$ cat config.mk
export PLATFORM = sky130hd
export DESIGN_NAME = csr_unit
export DESIGN_NICKNAME = d
export VERILOG_FILES = /design/src/csr_pkg.sv /design/src/csr_decode.sv /design/src/csr_event_counter.sv /design/src/csr_machine_regs.sv /design/src/csr_read_mux.sv /design/src/csr_unit.sv
export SDC_FILE = /design/constraint.sdc
export NUM_CORES = 1
export LEC_CHECK = 0
export BUFFER_PORTS_ARGS = -buffer_cell sky130_fd_sc_hd__buf_2
export CAP_MARGIN = 20
export CORE_MARGIN = 2
export CORE_UTILIZATION = 40
export CTS_BUF_LIST = sky130_fd_sc_hd__clkbuf_2 sky130_fd_sc_hd__clkbuf_4 sky130_fd_sc_hd__clkbuf_8
export CTS_CLUSTER_SIZE = 16
export DETAILED_ROUTE_END_ITERATION = 12
export GPL_ROUTABILITY_DRIVEN = 1
export HOLD_SLACK_MARGIN = 0.06
export PLACE_DENSITY_LB_ADDON = 0.1
export SLEW_MARGIN = 20
export SYNTH_ARGS = -nofsm -noshare
export SYNTH_HDL_FRONTEND = slang
export SYNTH_SLANG_ARGS = --single-unit
$ cat constraint.sdc
create_clock -name clk -period 5.7 [get_ports clk]
set_input_delay 1.14 -clock clk [delete_from_list [all_inputs] [get_ports clk]]
set_output_delay 1.14 -clock clk [all_outputs]
set_load 0.01 [all_outputs]
$ cat src/csr_pkg.sv
`default_nettype none

package csr_pkg;

  localparam int CSR_ADDR_W = 12;                         // CSR address width
  localparam int XLEN       = 32;                         // Data word width
  localparam int MLI_W      = 16;                         // Local interrupt lines
  localparam int HW_ID_W    = 10;                         // Hart id width

  // Machine information and trap setup
  localparam logic [CSR_ADDR_W-1:0] CSR_MSTATUS       = 12'h300;
  localparam logic [CSR_ADDR_W-1:0] CSR_MISA          = 12'h301;
  localparam logic [CSR_ADDR_W-1:0] CSR_MIE           = 12'h304;
  localparam logic [CSR_ADDR_W-1:0] CSR_MTVEC         = 12'h305;
  localparam logic [CSR_ADDR_W-1:0] CSR_MCOUNTINHIBIT = 12'h320;
  localparam logic [CSR_ADDR_W-1:0] CSR_MSCRATCH      = 12'h340;
  localparam logic [CSR_ADDR_W-1:0] CSR_MIP           = 12'h344;
  // Machine counters, read/write
  localparam logic [CSR_ADDR_W-1:0] CSR_MCYCLE        = 12'hB00;
  localparam logic [CSR_ADDR_W-1:0] CSR_MINSTRET      = 12'hB02;
  localparam logic [CSR_ADDR_W-1:0] CSR_MCYCLEH       = 12'hB80;
  localparam logic [CSR_ADDR_W-1:0] CSR_MINSTRETH     = 12'hB82;
  // User aliases, read only
  localparam logic [CSR_ADDR_W-1:0] CSR_CYCLE         = 12'hC00;
  localparam logic [CSR_ADDR_W-1:0] CSR_INSTRET       = 12'hC02;
  localparam logic [CSR_ADDR_W-1:0] CSR_CYCLEH        = 12'hC80;
  localparam logic [CSR_ADDR_W-1:0] CSR_INSTRETH      = 12'hC82;
  // Identity, read only
  localparam logic [CSR_ADDR_W-1:0] CSR_MVENDORID     = 12'hF11;
  localparam logic [CSR_ADDR_W-1:0] CSR_MARCHID       = 12'hF12;
  localparam logic [CSR_ADDR_W-1:0] CSR_MIMPID        = 12'hF13;
  localparam logic [CSR_ADDR_W-1:0] CSR_MHARTID       = 12'hF14;

  localparam logic [XLEN-3:0] MTVEC_RST    = 30'h0000_0040;  // Base word, reads 0x100
  localparam logic [XLEN-1:0] MSCRATCH_RST = 32'h0000_0000;

  localparam logic [XLEN-1:0] MISA_DEF      = 32'h4000_1104; // MXL=1, I M C
  localparam logic [XLEN-1:0] MVENDORID_DEF = 32'h0000_0000; // Non-commercial
  localparam logic [XLEN-1:0] MARCHID_DEF   = 32'h0000_0000;
  localparam logic [XLEN-1:0] MIMPID_DEF    = 32'h0000_0001;
  localparam logic [XLEN-1:0] MSTATUS_FIXED = 32'h0000_1800; // MPP stuck at machine

  // One write word, decoded per target register
  typedef union packed {
    logic [XLEN-1:0] raw;                                 // Scratch and counters
    struct packed {
      logic [23:0] rsvd_hi;
      logic        mpie;                                  // Bit 7
      logic [2:0]  rsvd_mid;
      logic        mie;                                   // Bit 3
      logic [2:0]  rsvd_lo;
    } mstatus;
    struct packed {
      logic [MLI_W-1:0] mlie;                             // Local enables 31:16
      logic [3:0]       rsvd_3;
      logic             meie;                             // Bit 11
      logic [2:0]       rsvd_2;
      logic             mtie;                             // Bit 7
      logic [2:0]       rsvd_1;
      logic             msie;                             // Bit 3
      logic [2:0]       rsvd_0;
    } mie;
    struct packed {
      logic [XLEN-3:0] base;                              // Word aligned base
      logic [1:0]      mode;                              // Vector mode
    } mtvec;
    struct packed {
      logic [28:0] rsvd_hi;
      logic        ir;                                    // Instret inhibit, bit 2
      logic        rsvd_tm;                               // Time slot, not inhibitable
      logic        cy;                                    // Cycle inhibit, bit 0
    } mcinh;
  } csr_word_u;

endpackage

`default_nettype wire

$ cat src/csr_decode.sv
`timescale 1ns/1ps
`default_nettype none

module csr_decode (
  input  wire                           csr_write,
  input  wire [csr_pkg::CSR_ADDR_W-1:0] csr_addr,
  input  wire [csr_pkg::CSR_ADDR_W-1:0] csr_achk,
  output logic                          mstatus_wr,
  output logic                          mie_wr,
  output logic                          mtvec_wr,
  output logic                          mscratch_wr,
  output logic                          mcinh_wr,
  output logic                          mcycle_wr,
  output logic                          mcycleh_wr,
  output logic                          minstret_wr,
  output logic                          minstreth_wr,
  output logic                          csr_ok_int
);
  import csr_pkg::*;

  // Write strobes, machine names only
  assign mstatus_wr   = csr_write && (csr_addr == CSR_MSTATUS);
  assign mie_wr       = csr_write && (csr_addr == CSR_MIE);
  assign mtvec_wr     = csr_write && (csr_addr == CSR_MTVEC);
  assign mscratch_wr  = csr_write && (csr_addr == CSR_MSCRATCH);
  assign mcinh_wr     = csr_write && (csr_addr == CSR_MCOUNTINHIBIT);
  assign mcycle_wr    = csr_write && (csr_addr == CSR_MCYCLE);
  assign mcycleh_wr   = csr_write && (csr_addr == CSR_MCYCLEH);
  assign minstret_wr  = csr_write && (csr_addr == CSR_MINSTRET);
  assign minstreth_wr = csr_write && (csr_addr == CSR_MINSTRETH);

  always_comb begin                                       // Implemented register list
    case (csr_achk)
      CSR_MSTATUS, CSR_MISA, CSR_MIE, CSR_MTVEC,
      CSR_MSCRATCH, CSR_MIP, CSR_MCOUNTINHIBIT,
      CSR_MCYCLE, CSR_MCYCLEH, CSR_MINSTRET, CSR_MINSTRETH,
      CSR_CYCLE, CSR_CYCLEH, CSR_INSTRET, CSR_INSTRETH,
      CSR_MVENDORID, CSR_MARCHID, CSR_MIMPID,
      CSR_MHARTID:  csr_ok_int = 1'b1;
      default:      csr_ok_int = 1'b0;                    // Debug, time, trap regs too
    endcase
  end

endmodule

`default_nettype wire

$ cat src/csr_event_counter.sv
`timescale 1ns/1ps
`default_nettype none

module csr_event_counter (
  input  wire                        clk,
  input  wire                        resetb,
  input  wire                        count_en,
  input  wire                        wr_lo,
  input  wire                        wr_hi,
  input  wire csr_pkg::csr_word_u    wdata,
  output logic [2*csr_pkg::XLEN-1:0] count
);
  import csr_pkg::*;

  logic [XLEN-1:0] lo_reg;                                // Low half
  logic [XLEN-1:0] hi_reg;                                // High half
  logic            lo_full;                               // Carry out of low half

  assign lo_full = &lo_reg;

  always_ff @(posedge clk or negedge resetb) begin
    if (!resetb)       lo_reg <= '0;
    else if (wr_lo)    lo_reg <= wdata.raw;               // Software load wins
    else if (count_en) lo_reg <= lo_reg + 1'b1;           // Wraps to 0
  end

  always_ff @(posedge clk or negedge resetb) begin
    if (!resetb)                   hi_reg <= '0;
    else if (wr_hi)                hi_reg <= wdata.raw;
    else if (count_en && lo_full)  hi_reg <= hi_reg + 1'b1;  // Uses old low half
  end

  assign count = {hi_reg, lo_reg};

  // One CSR address per cycle, so halves never load together
  half_wr_excl: assert property (@(posedge clk) disable iff (!resetb)
                                 !(wr_lo && wr_hi));

endmodule

`default_nettype wire

$ cat src/csr_machine_regs.sv
`timescale 1ns/1ps
`default_nettype none

module csr_machine_regs (
  input  wire                    clk,
  input  wire                    resetb,
  input  wire                    mstatus_wr,
  input  wire                    mie_wr,
  input  wire                    mtvec_wr,
  input  wire                    mscratch_wr,
  input  wire                    mcinh_wr,
  input  wire                    iack_int,
  input  wire                    eret_inst,
  input  wire csr_pkg::csr_word_u wdata,
  output logic                   mie_reg,
  output logic                   mpie_reg,
  output logic                   meie_reg,
  output logic                   mtie_reg,
  output logic                   msie_reg,
  output logic [csr_pkg::MLI_W-1:0]  mlie_reg,
  output logic [csr_pkg::XLEN-3:0]   mtvec_reg,
  output logic [1:0]                 vmode_reg,
  output logic [csr_pkg::XLEN-1:0]   mscratch_reg,
  output logic                   cycle_inhibit,
  output logic                   instret_inhibit
);
  import csr_pkg::*;

  // Interrupt enable stack, write > iack > eret
  always_ff @(posedge clk or negedge resetb) begin
    if (!resetb) begin
      mie_reg  <= 1'b0;
      mpie_reg <= 1'b1;                                   // Previous enable set
    end else if (mstatus_wr) begin
      mie_reg  <= wdata.mstatus.mie;
      mpie_reg <= wdata.mstatus.mpie;
    end else if (iack_int) begin                          // Push on trap entry
      mie_reg  <= 1'b0;
      mpie_reg <= mie_reg;
    end else if (eret_inst) begin                         // Pop on return
      mie_reg  <= mpie_reg;
      mpie_reg <= 1'b1;
    end
  end

  always_ff @(posedge clk or negedge resetb) begin
    if (!resetb) begin
      mlie_reg        <= '0;
      meie_reg        <= 1'b0;
      mtie_reg        <= 1'b0;
      msie_reg        <= 1'b0;
      mtvec_reg       <= MTVEC_RST;
      vmode_reg       <= 2'b00;
      mscratch_reg    <= MSCRATCH_RST;
      cycle_inhibit   <= 1'b0;                            // Counters run from reset
      instret_inhibit <= 1'b0;
    end else begin
      if (mie_wr) begin
        mlie_reg <= wdata.mie.mlie;
        meie_reg <= wdata.mie.meie;
        mtie_reg <= wdata.mie.mtie;
        msie_reg <= wdata.mie.msie;
      end
      if (mtvec_wr) begin
        mtvec_reg <= wdata.mtvec.base;
        vmode_reg <= wdata.mtvec.mode;
      end
      if (mscratch_wr) mscratch_reg <= wdata.raw;
      if (mcinh_wr) begin
        cycle_inhibit   <= wdata.mcinh.cy;
        instret_inhibit <= wdata.mcinh.ir;
      end
    end
  end

  // Trap entry and return come from different pipeline stages
  iack_eret_excl: assert property (@(posedge clk) disable iff (!resetb)
                                   !(iack_int && eret_inst));

endmodule

`default_nettype wire

$ cat src/csr_read_mux.sv
`timescale 1ns/1ps
`default_nettype none

module csr_read_mux (
  input  wire [csr_pkg::CSR_ADDR_W-1:0] csr_addr,
  input  wire                           mie_reg,
  input  wire                           mpie_reg,
  input  wire                           meie_reg,
  input  wire                           mtie_reg,
  input  wire                           msie_reg,
  input  wire [csr_pkg::MLI_W-1:0]      mlie_reg,
  input  wire [csr_pkg::XLEN-3:0]       mtvec_reg,
  input  wire [1:0]                     vmode_reg,
  input  wire [csr_pkg::XLEN-1:0]       mscratch_reg,
  input  wire                           cycle_inhibit,
  input  wire                           instret_inhibit,
  input  wire [2*csr_pkg::XLEN-1:0]     cycle_count,
  input  wire [2*csr_pkg::XLEN-1:0]     instret_count,
  input  wire                           meip_reg,
  input  wire                           mtip_reg,
  input  wire                           msip_reg,
  input  wire [csr_pkg::MLI_W-1:0]      mlip_reg,
  input  wire [csr_pkg::HW_ID_W-1:0]    hw_id,
  output logic [csr_pkg::XLEN-1:0]      csr_idata
);
  import csr_pkg::*;

  csr_word_u mstatus_rd, mie_rd, mip_rd, mtvec_rd, mcinh_rd;  // Packed field words

  always_comb begin
    mstatus_rd              = '0;
    mstatus_rd.mstatus.mpie = mpie_reg;
    mstatus_rd.mstatus.mie  = mie_reg;
    mie_rd                  = '0;                         // Same layout as mip
    mie_rd.mie.mlie         = mlie_reg;
    mie_rd.mie.meie         = meie_reg;
    mie_rd.mie.mtie         = mtie_reg;
    mie_rd.mie.msie         = msie_reg;
    mip_rd                  = '0;
    mip_rd.mie.mlie         = mlip_reg;
    mip_rd.mie.meie         = meip_reg;
    mip_rd.mie.mtie         = mtip_reg;
    mip_rd.mie.msie         = msip_reg;
    mtvec_rd.mtvec.base     = mtvec_reg;
    mtvec_rd.mtvec.mode     = vmode_reg;
    mcinh_rd                = '0;
    mcinh_rd.mcinh.ir       = instret_inhibit;
    mcinh_rd.mcinh.cy       = cycle_inhibit;
  end

  always_comb begin
    case (csr_addr)
      CSR_MSTATUS:                csr_idata = mstatus_rd.raw | MSTATUS_FIXED;
      CSR_MISA:                   csr_idata = MISA_DEF;
      CSR_MIE:                    csr_idata = mie_rd.raw;
      CSR_MTVEC:                  csr_idata = mtvec_rd.raw;
      CSR_MSCRATCH:               csr_idata = mscratch_reg;
      CSR_MIP:                    csr_idata = mip_rd.raw;
      CSR_MCOUNTINHIBIT:          csr_idata = mcinh_rd.raw;
      CSR_MCYCLE, CSR_CYCLE:      csr_idata = cycle_count[XLEN-1:0];
      CSR_MCYCLEH, CSR_CYCLEH:    csr_idata = cycle_count[2*XLEN-1:XLEN];
      CSR_MINSTRET, CSR_INSTRET:  csr_idata = instret_count[XLEN-1:0];
      CSR_MINSTRETH, CSR_INSTRETH: csr_idata = instret_count[2*XLEN-1:XLEN];
      CSR_MVENDORID:              csr_idata = MVENDORID_DEF;
      CSR_MARCHID:                csr_idata = MARCHID_DEF;
      CSR_MIMPID:                 csr_idata = MIMPID_DEF;
      CSR_MHARTID:                csr_idata = XLEN'(hw_id);  // Zero extended
      default:                    csr_idata = '0;          // Unimplemented reads 0
    endcase
  end

endmodule

`default_nettype wire

$ cat src/csr_unit.sv
`timescale 1ns/1ps
`default_nettype none

module csr_unit (
  input  wire                           clk,
  input  wire                           resetb,
  input  wire                           csr_write,
  input  wire [csr_pkg::CSR_ADDR_W-1:0] csr_addr,
  input  wire csr_pkg::csr_word_u       csr_wdata,
  input  wire [csr_pkg::CSR_ADDR_W-1:0] csr_achk,
  input  wire                           iack_int,
  input  wire                           eret_inst,
  input  wire                           inst_ret,
  input  wire                           meip_reg,
  input  wire                           mtip_reg,
  input  wire                           msip_reg,
  input  wire [csr_pkg::MLI_W-1:0]      mlip_reg,
  input  wire [csr_pkg::HW_ID_W-1:0]    hw_id,
  output logic [csr_pkg::XLEN-1:0]      csr_idata,
  output logic                          csr_ok_int,
  output logic                          mie_reg,
  output logic                          meie_reg,
  output logic                          mtie_reg,
  output logic                          msie_reg,
  output logic [csr_pkg::MLI_W-1:0]     mlie_reg,
  output logic [csr_pkg::XLEN-3:0]      mtvec_reg,
  output logic [1:0]                    vmode_reg
);
  import csr_pkg::*;

  logic mstatus_wr, mie_wr, mtvec_wr, mscratch_wr, mcinh_wr;        // Register strobes
  logic mcycle_wr, mcycleh_wr, minstret_wr, minstreth_wr;           // Counter strobes
  logic mpie_reg;                                                   // Stacked enable
  logic cycle_inhibit, instret_inhibit;
  logic [XLEN-1:0]   mscratch_reg;
  logic [2*XLEN-1:0] cycle_count, instret_count;

  csr_decode u_decode (
    .csr_write, .csr_addr, .csr_achk,
    .mstatus_wr, .mie_wr, .mtvec_wr, .mscratch_wr, .mcinh_wr,
    .mcycle_wr, .mcycleh_wr, .minstret_wr, .minstreth_wr, .csr_ok_int
  );

  csr_machine_regs u_machine_regs (
    .clk, .resetb, .mstatus_wr, .mie_wr, .mtvec_wr, .mscratch_wr, .mcinh_wr,
    .iack_int, .eret_inst, .wdata(csr_wdata),
    .mie_reg, .mpie_reg, .meie_reg, .mtie_reg, .msie_reg, .mlie_reg,
    .mtvec_reg, .vmode_reg, .mscratch_reg, .cycle_inhibit, .instret_inhibit
  );

  csr_event_counter cycle_counter (                       // One count per edge
    .clk, .resetb, .count_en(!cycle_inhibit),
    .wr_lo(mcycle_wr), .wr_hi(mcycleh_wr), .wdata(csr_wdata), .count(cycle_count)
  );

  csr_event_counter instret_counter (                     // One count per retire pulse
    .clk, .resetb, .count_en(inst_ret && !instret_inhibit),
    .wr_lo(minstret_wr), .wr_hi(minstreth_wr), .wdata(csr_wdata), .count(instret_count)
  );

  csr_read_mux u_read_mux (
    .csr_addr, .mie_reg, .mpie_reg, .meie_reg, .mtie_reg, .msie_reg, .mlie_reg,
    .mtvec_reg, .vmode_reg, .mscratch_reg, .cycle_inhibit, .instret_inhibit,
    .cycle_count, .instret_count, .meip_reg, .mtip_reg, .msip_reg, .mlip_reg,
    .hw_id, .csr_idata
  );

endmodule

`default_nettype wire

## Word level (Yosys, flattened, before mapping)

Cells that the tools add are included.

| storage, ports and cells | value |
|---|---|
| register bits after elaboration | 215 |
| input port bits | 91 |
| output and inout port bits | 85 |
| logic and storage cells | 97 |

| cells by class | value |
|---|---|
| $add $sub $neg | 4 |
| equal/unequal tests | 37 |
| muxes and demuxes | 16 |
| reductions and logical operators | 25 |

Operators by type and width:

| kind | count |
|---|---|
| case mux 32 bit (13 select lines) | 1 |
| == test 12 bit (second input constant) | 22 |
| two-way mux 32 bit | 8 |
| == test 12 x 10 -> 1 bit (second input constant) | 14 |
| adder 32 x 1 -> 32 bit (second input constant) | 4 |
| AND reduction 32 bit | 2 |
| OR reduction 19 bit | 1 |
| logical AND 1 bit | 12 |
| OR reduction 2 bit | 4 |
| two-way mux 1 bit | 7 |
| nonzero test 2 bit | 3 |
| nonzero test 3 bit | 1 |
| logical NOT 1 bit | 2 |
| != test 2 x 1 -> 1 bit (second input constant) | 1 |

## Logic depth before layout (Yosys ltp)

| logic depth | value |
|---|---|
| word-level depth | 5 |
| gate-level depth with buffers | 9 |
| mapped depth without buffers | 7 |

## By module

Synthesis repeated with hierarchy kept, for this count alone.

| unflattened totals | value |
|---|---|
| cells, all modules | 1441 |
| area, all modules | 13990.9 µm² |

By module, submodules not included:

| module | instances | cells each | area an instance (µm²) | sequential area each (µm²) |
|---|---|---|---|---|
| csr_event_counter | 2 | 448 | 3873.7 | 1601.5 |
| csr_machine_regs | 1 | 189 | 3617.2 | 2179.6 |
| csr_read_mux | 1 | 315 | 2371.0 | 0.0 |
| csr_decode | 1 | 39 | 237.7 | 0.0 |
| csr_unit | 1 | 2 | 17.5 | 0.0 |

## Worst setup path after synthesis

Ideal clock, no wire load.

| timing path | value |
|---|---|
| path kind | in2out |
| start point | input csr_addr[6] in the netlist's numbering |
| end point | output csr_idata[30] in the netlist's numbering |
| arrival time | 3052 ps |
| data required time | 4560 ps |
| setup slack | 1508 ps |
| cell stages on the path | 9 |
| buffers on the path | 4 |
| path through | clkbuf_1 > or4_1 > clkbuf_1 > nor2_1 > and4_1 > clkbuf_1 > clkbuf_1 > a22oi_1 > nand3_1 |

| between the ends | value |
|---|---|
| longest elaborated chain between the ends | 3 |
| elaborated cells on any way between the ends | 22 |
| those cells by class | eq/ne (17); mux (1); reduce/logical (4) |

Ends and longest elaborated chain:

| element | RTL line | RTL |
|---|---|---|
| start, declared | csr_unit.sv:8 | `input wire [csr_pkg::CSR_ADDR_W-1:0] csr_addr,` |
| == test 12 bit | csr_read_mux.sv:52 | `case (csr_addr)` |
| OR reduction 2 bit | csr_read_mux.sv:52 |  |
| case mux 32 bit (13 select lines) * | csr_read_mux.sv:52 |  |
| end, declared | csr_unit.sv:19 | `output logic [csr_pkg::XLEN-1:0] csr_idata,` |

Every way passes the cells marked *; elsewhere a longest branch is shown, timed or not.

## Worst setup path after layout

| timing path | value |
|---|---|
| start point | input csr_addr[7] in the netlist's numbering |
| end point | output csr_idata[30] in the netlist's numbering |

Same word-level chain as after synthesis.

==> flow_metrics.py <==
metrics = {
    "clocking": {
        "clk_pin_slew_ns": 0.05,
        "cts_root_buffer": "clkbuf_8",
        "clock_path_buffers": 3,
        "clkLatencyLatePin_ns": 0.54,
        "cts_setup_buffers": 0,
        "cts.htree.levels": 2,
        "postCtsResizedCells": 0,
        "cts_made_buffers": 41,
        "ctsHoldBuffers": 0,
        "cts_tree": "built",
        "clock_sinks": 215,
    },
    "place": {
        "dpl_cell_area_um2": 13400,
        "dp_hpwl_um": 33700,
        "post-place-ws_ns": 0.943,
        "port_buffers": 175,
        "gp_congestion": 0.960,
    },
    "global_route": {
        "grt_max_degree": 106,
        "grt_usage_pct": 29.1,
        "use_met2_pct": 44.1,
        "use_met3_pct": 5.54,
        "grt_use_met1_pct": 42.1,
        "antenna_found_initial": 1,
        "gr-total-overflow": 0,
        "first_global_vias": 10604,
        "grt_first_pass_wirelength_um": 67800,
        "globalRoute.busiestLayer": "met2",
    },
    "timing": {
        "finalCritPeriodShare_pct": 85.2,
        "fin_ws_ns": 0.841,
        "max_freq_mhz": 206,
        "finalSetupTns_ns": 0,
        "rsz0062_at_grt": "no",
        "final-hold-violation-count": 0,
        "finalSetupViolCount": 0,
        "post-route-min-period_ns": 4.86,
        "fin_skew_ns": 0.0175,
        "holdWs_ns": 0.507,
        "drv_slew": 0,
        "relSlewSlack_pct": 26.7,
        "max_slew.worst_pin.slew_ns": 1.10,
    },
    "logic_synthesis": {
        "ys.flop_type": "dfrtp_1",
        "post_synth_num_cell_types": 55,
        "synthMostInstantiatedCell": "dfrtp_1",
        "synth_xor_xnor_area_share_pct": 8.86,
        "yosysTopAreaCellShare_pct": 43.8,
        "synth_edf_count": 0,
        "synth_compound_area_share_pct": 13.5,
        "synthTopCellsByCount": "dfrtp_1, nand2_1, o21ai_0",
        "ys_warn_count": 0,
        "synth_nets": 1392,
        "synthSimpleGateAreaFrac_pct": 21.4,
        "synth_area_leaders": "dfrtp_1, mux2_2, xnor2_1",
        "synthMuxAreaShare_pct": 8.64,
        "async_flop_share_pct": 100,
        "synth_top_family_by_area": "simple AND/OR/NAND/NOR gates",
        "netlist_area_um2": 12200,
        "synth_cells": 1297,
        "ys_ff_latch": 215,
        "avgSynthCellArea_um2": 9.38,
        "ys_seq_area_share_pct": 44.3,
        "synth.largest_area_cell": "dfrtp_1",
        "synth-adder-area-share_pct": 0.412,
    },
    "layout": {
        "area_delta_synth_final_pct": 17.4,
        "fin_util_pct": 47.9,
        "fin_area_um2": 14300,
        "drive_gt1_share_pct": 25.3,
        "fin_nets": 1557,
    },
    "flow_run": {
        "cap_violations": 0,
    },
    "floorplanning": {
        "ios": 176,
        "die_w_um": 178,
        "row_count": 63,
        "die_area_um2": 31800,
        "initial_core_util_pct": 40.8,
        "die_y_um": 178,
        "core_area_um2": 29800,
    },
    "worst_setup_path": {
        "r2r-start": "cycle_counter.lo_reg[0]",
        "crit_end": "csr_idata[30]",
        "rr_worst_depth": 7,
        "r2r_slack_ns": 2.76,
        "timing.rr.end": "cycle_counter.hi_reg[27]",
        "startpoint_type": "input pin",
        "worstSetupEndpointType": "output port",
        "critPathArrivalTime_ns": 3.72,
        "crit_path_start": "csr_addr[7]",
        "required_ns": 4.56,
        "critical_path_class": "in -> out",
        "crit_fanout": 24,
    },
    "power_and_ir_drop": {
        "vdd.ir_drop.worst_uv": 150,
        "power_density_nw_per_um2": 248,
        "leakagePower_nw": 6.27,
    },
    "drt": {
        "drt_pass1_iterations": 6,
        "viasPerCell": 5.92,
        "wire_per_inst_um": 24.6,
        "drcViolationCount": 0,
        "dr.first_iter.drc_count": 1214,
        "routed_wl_um": 46300,
        "ant_nets": 0,
        "num_vias": 11135,
    },
    "worst_hold_path": {
        "min_path_cells": 1,
        "min_path_type": "reg -> reg",
    },
    "run_status": {
        "status": "complete, no violations",
    },
}
[layout make-up]
cell class	instances	area, µm²
Antenna cell	1	2.50
Clock buffer	67	828
Clock inverter	3	15.0
Fill cell	2927	15500
Inverter	22	82.6
Multi-Input combinational cell	989	6460
Sequential cell	215	5380
Tap cell	390	488
Timing Repair Buffer	193	1020
[layer usage]
layer	share of wire, %	routed length, µm	vias up
li1	-	-	5067
met1	44	20500	5487
met5	0	0	-
met3	8.4	3880	98
met4	2.8	1280	0
met2	45	20600	483
[through the flow]
stage | power [W] | cells
floorplan | 0.00179 | 1297
global placement | 0.00198 | 1809
detailed placement | 0.00198 | 1809
CTS | 0.00356 | 1879
global route | 0.00368 | 1879
finish | 0.00354 | 1880
[critical path, cell delays in order]
cell	delay, ns
buf_2	0.15
or4_1	0.73
nor2_1	0.30
and4_1	0.49
buf_4	0.42
a22oi_1	0.15
nand3_1	0.16
buf_2	0.16
[logic make-up (layout without fill, tap and decap cells)]
family                   after synthesis  in the layout
AND/OR/NAND/NOR                      507            507
AO/OA/AOI/OAI                        261            261
flip-flops                           215            215
XOR/XNOR                             123            123
multiplexers                          94             94
buffers and inverters                 93            285
adder cells (fa/ha/maj)                4              4
other                                  0              1
[how the worst min path moves through the flow]
| stage | from | to | slack (ns) |
|---|---|---|---|
| after CTS | u_machine_regs.mscratch_reg[10] | u_machine_regs.mscratch_reg[10] | 0.51 |
| after global routing | u_machine_regs.mscratch_reg[28] | u_machine_regs.mscratch_reg[28] | 0.53 |
| after global placement | u_machine_regs.mscratch_reg[27] | u_machine_regs.mscratch_reg[27] | 0.49 |
| after floorplan | u_machine_regs.mscratch_reg[2] | u_machine_regs.mscratch_reg[2] | 0.47 |
| after detailed placement | u_machine_regs.mscratch_reg[10] | u_machine_regs.mscratch_reg[10] | 0.49 |
| final | u_machine_regs.mscratch_reg[14] | u_machine_regs.mscratch_reg[14] | 0.51 |
[cell usage in the layout, fill, tap and decap left out, drive strengths merged, types with 26 or more instances in the layout]
cell    count
dfrtp     213
buf       193
nand2     161
o21ai     112
mux2       88
nand3      81
nor2       80
xnor2      75
clkbuf     67
a22oi      64
xor2       48
a21oi      45
nand4      43
nor3       31
nor4       28
a222oi     26
[power by group]
part | leakage [nW] | internal [W] | total (W) | switching [W]
Sequential | 2.95 | 0.00159 | 0.00171 | 0.000120
Combinational | 2.86 | 0.0000959 | 0.000258 | 0.000162
Clock | 0.455 | 0.000910 | 0.00158 | 0.000666
(Power assumes the default switching activity.)
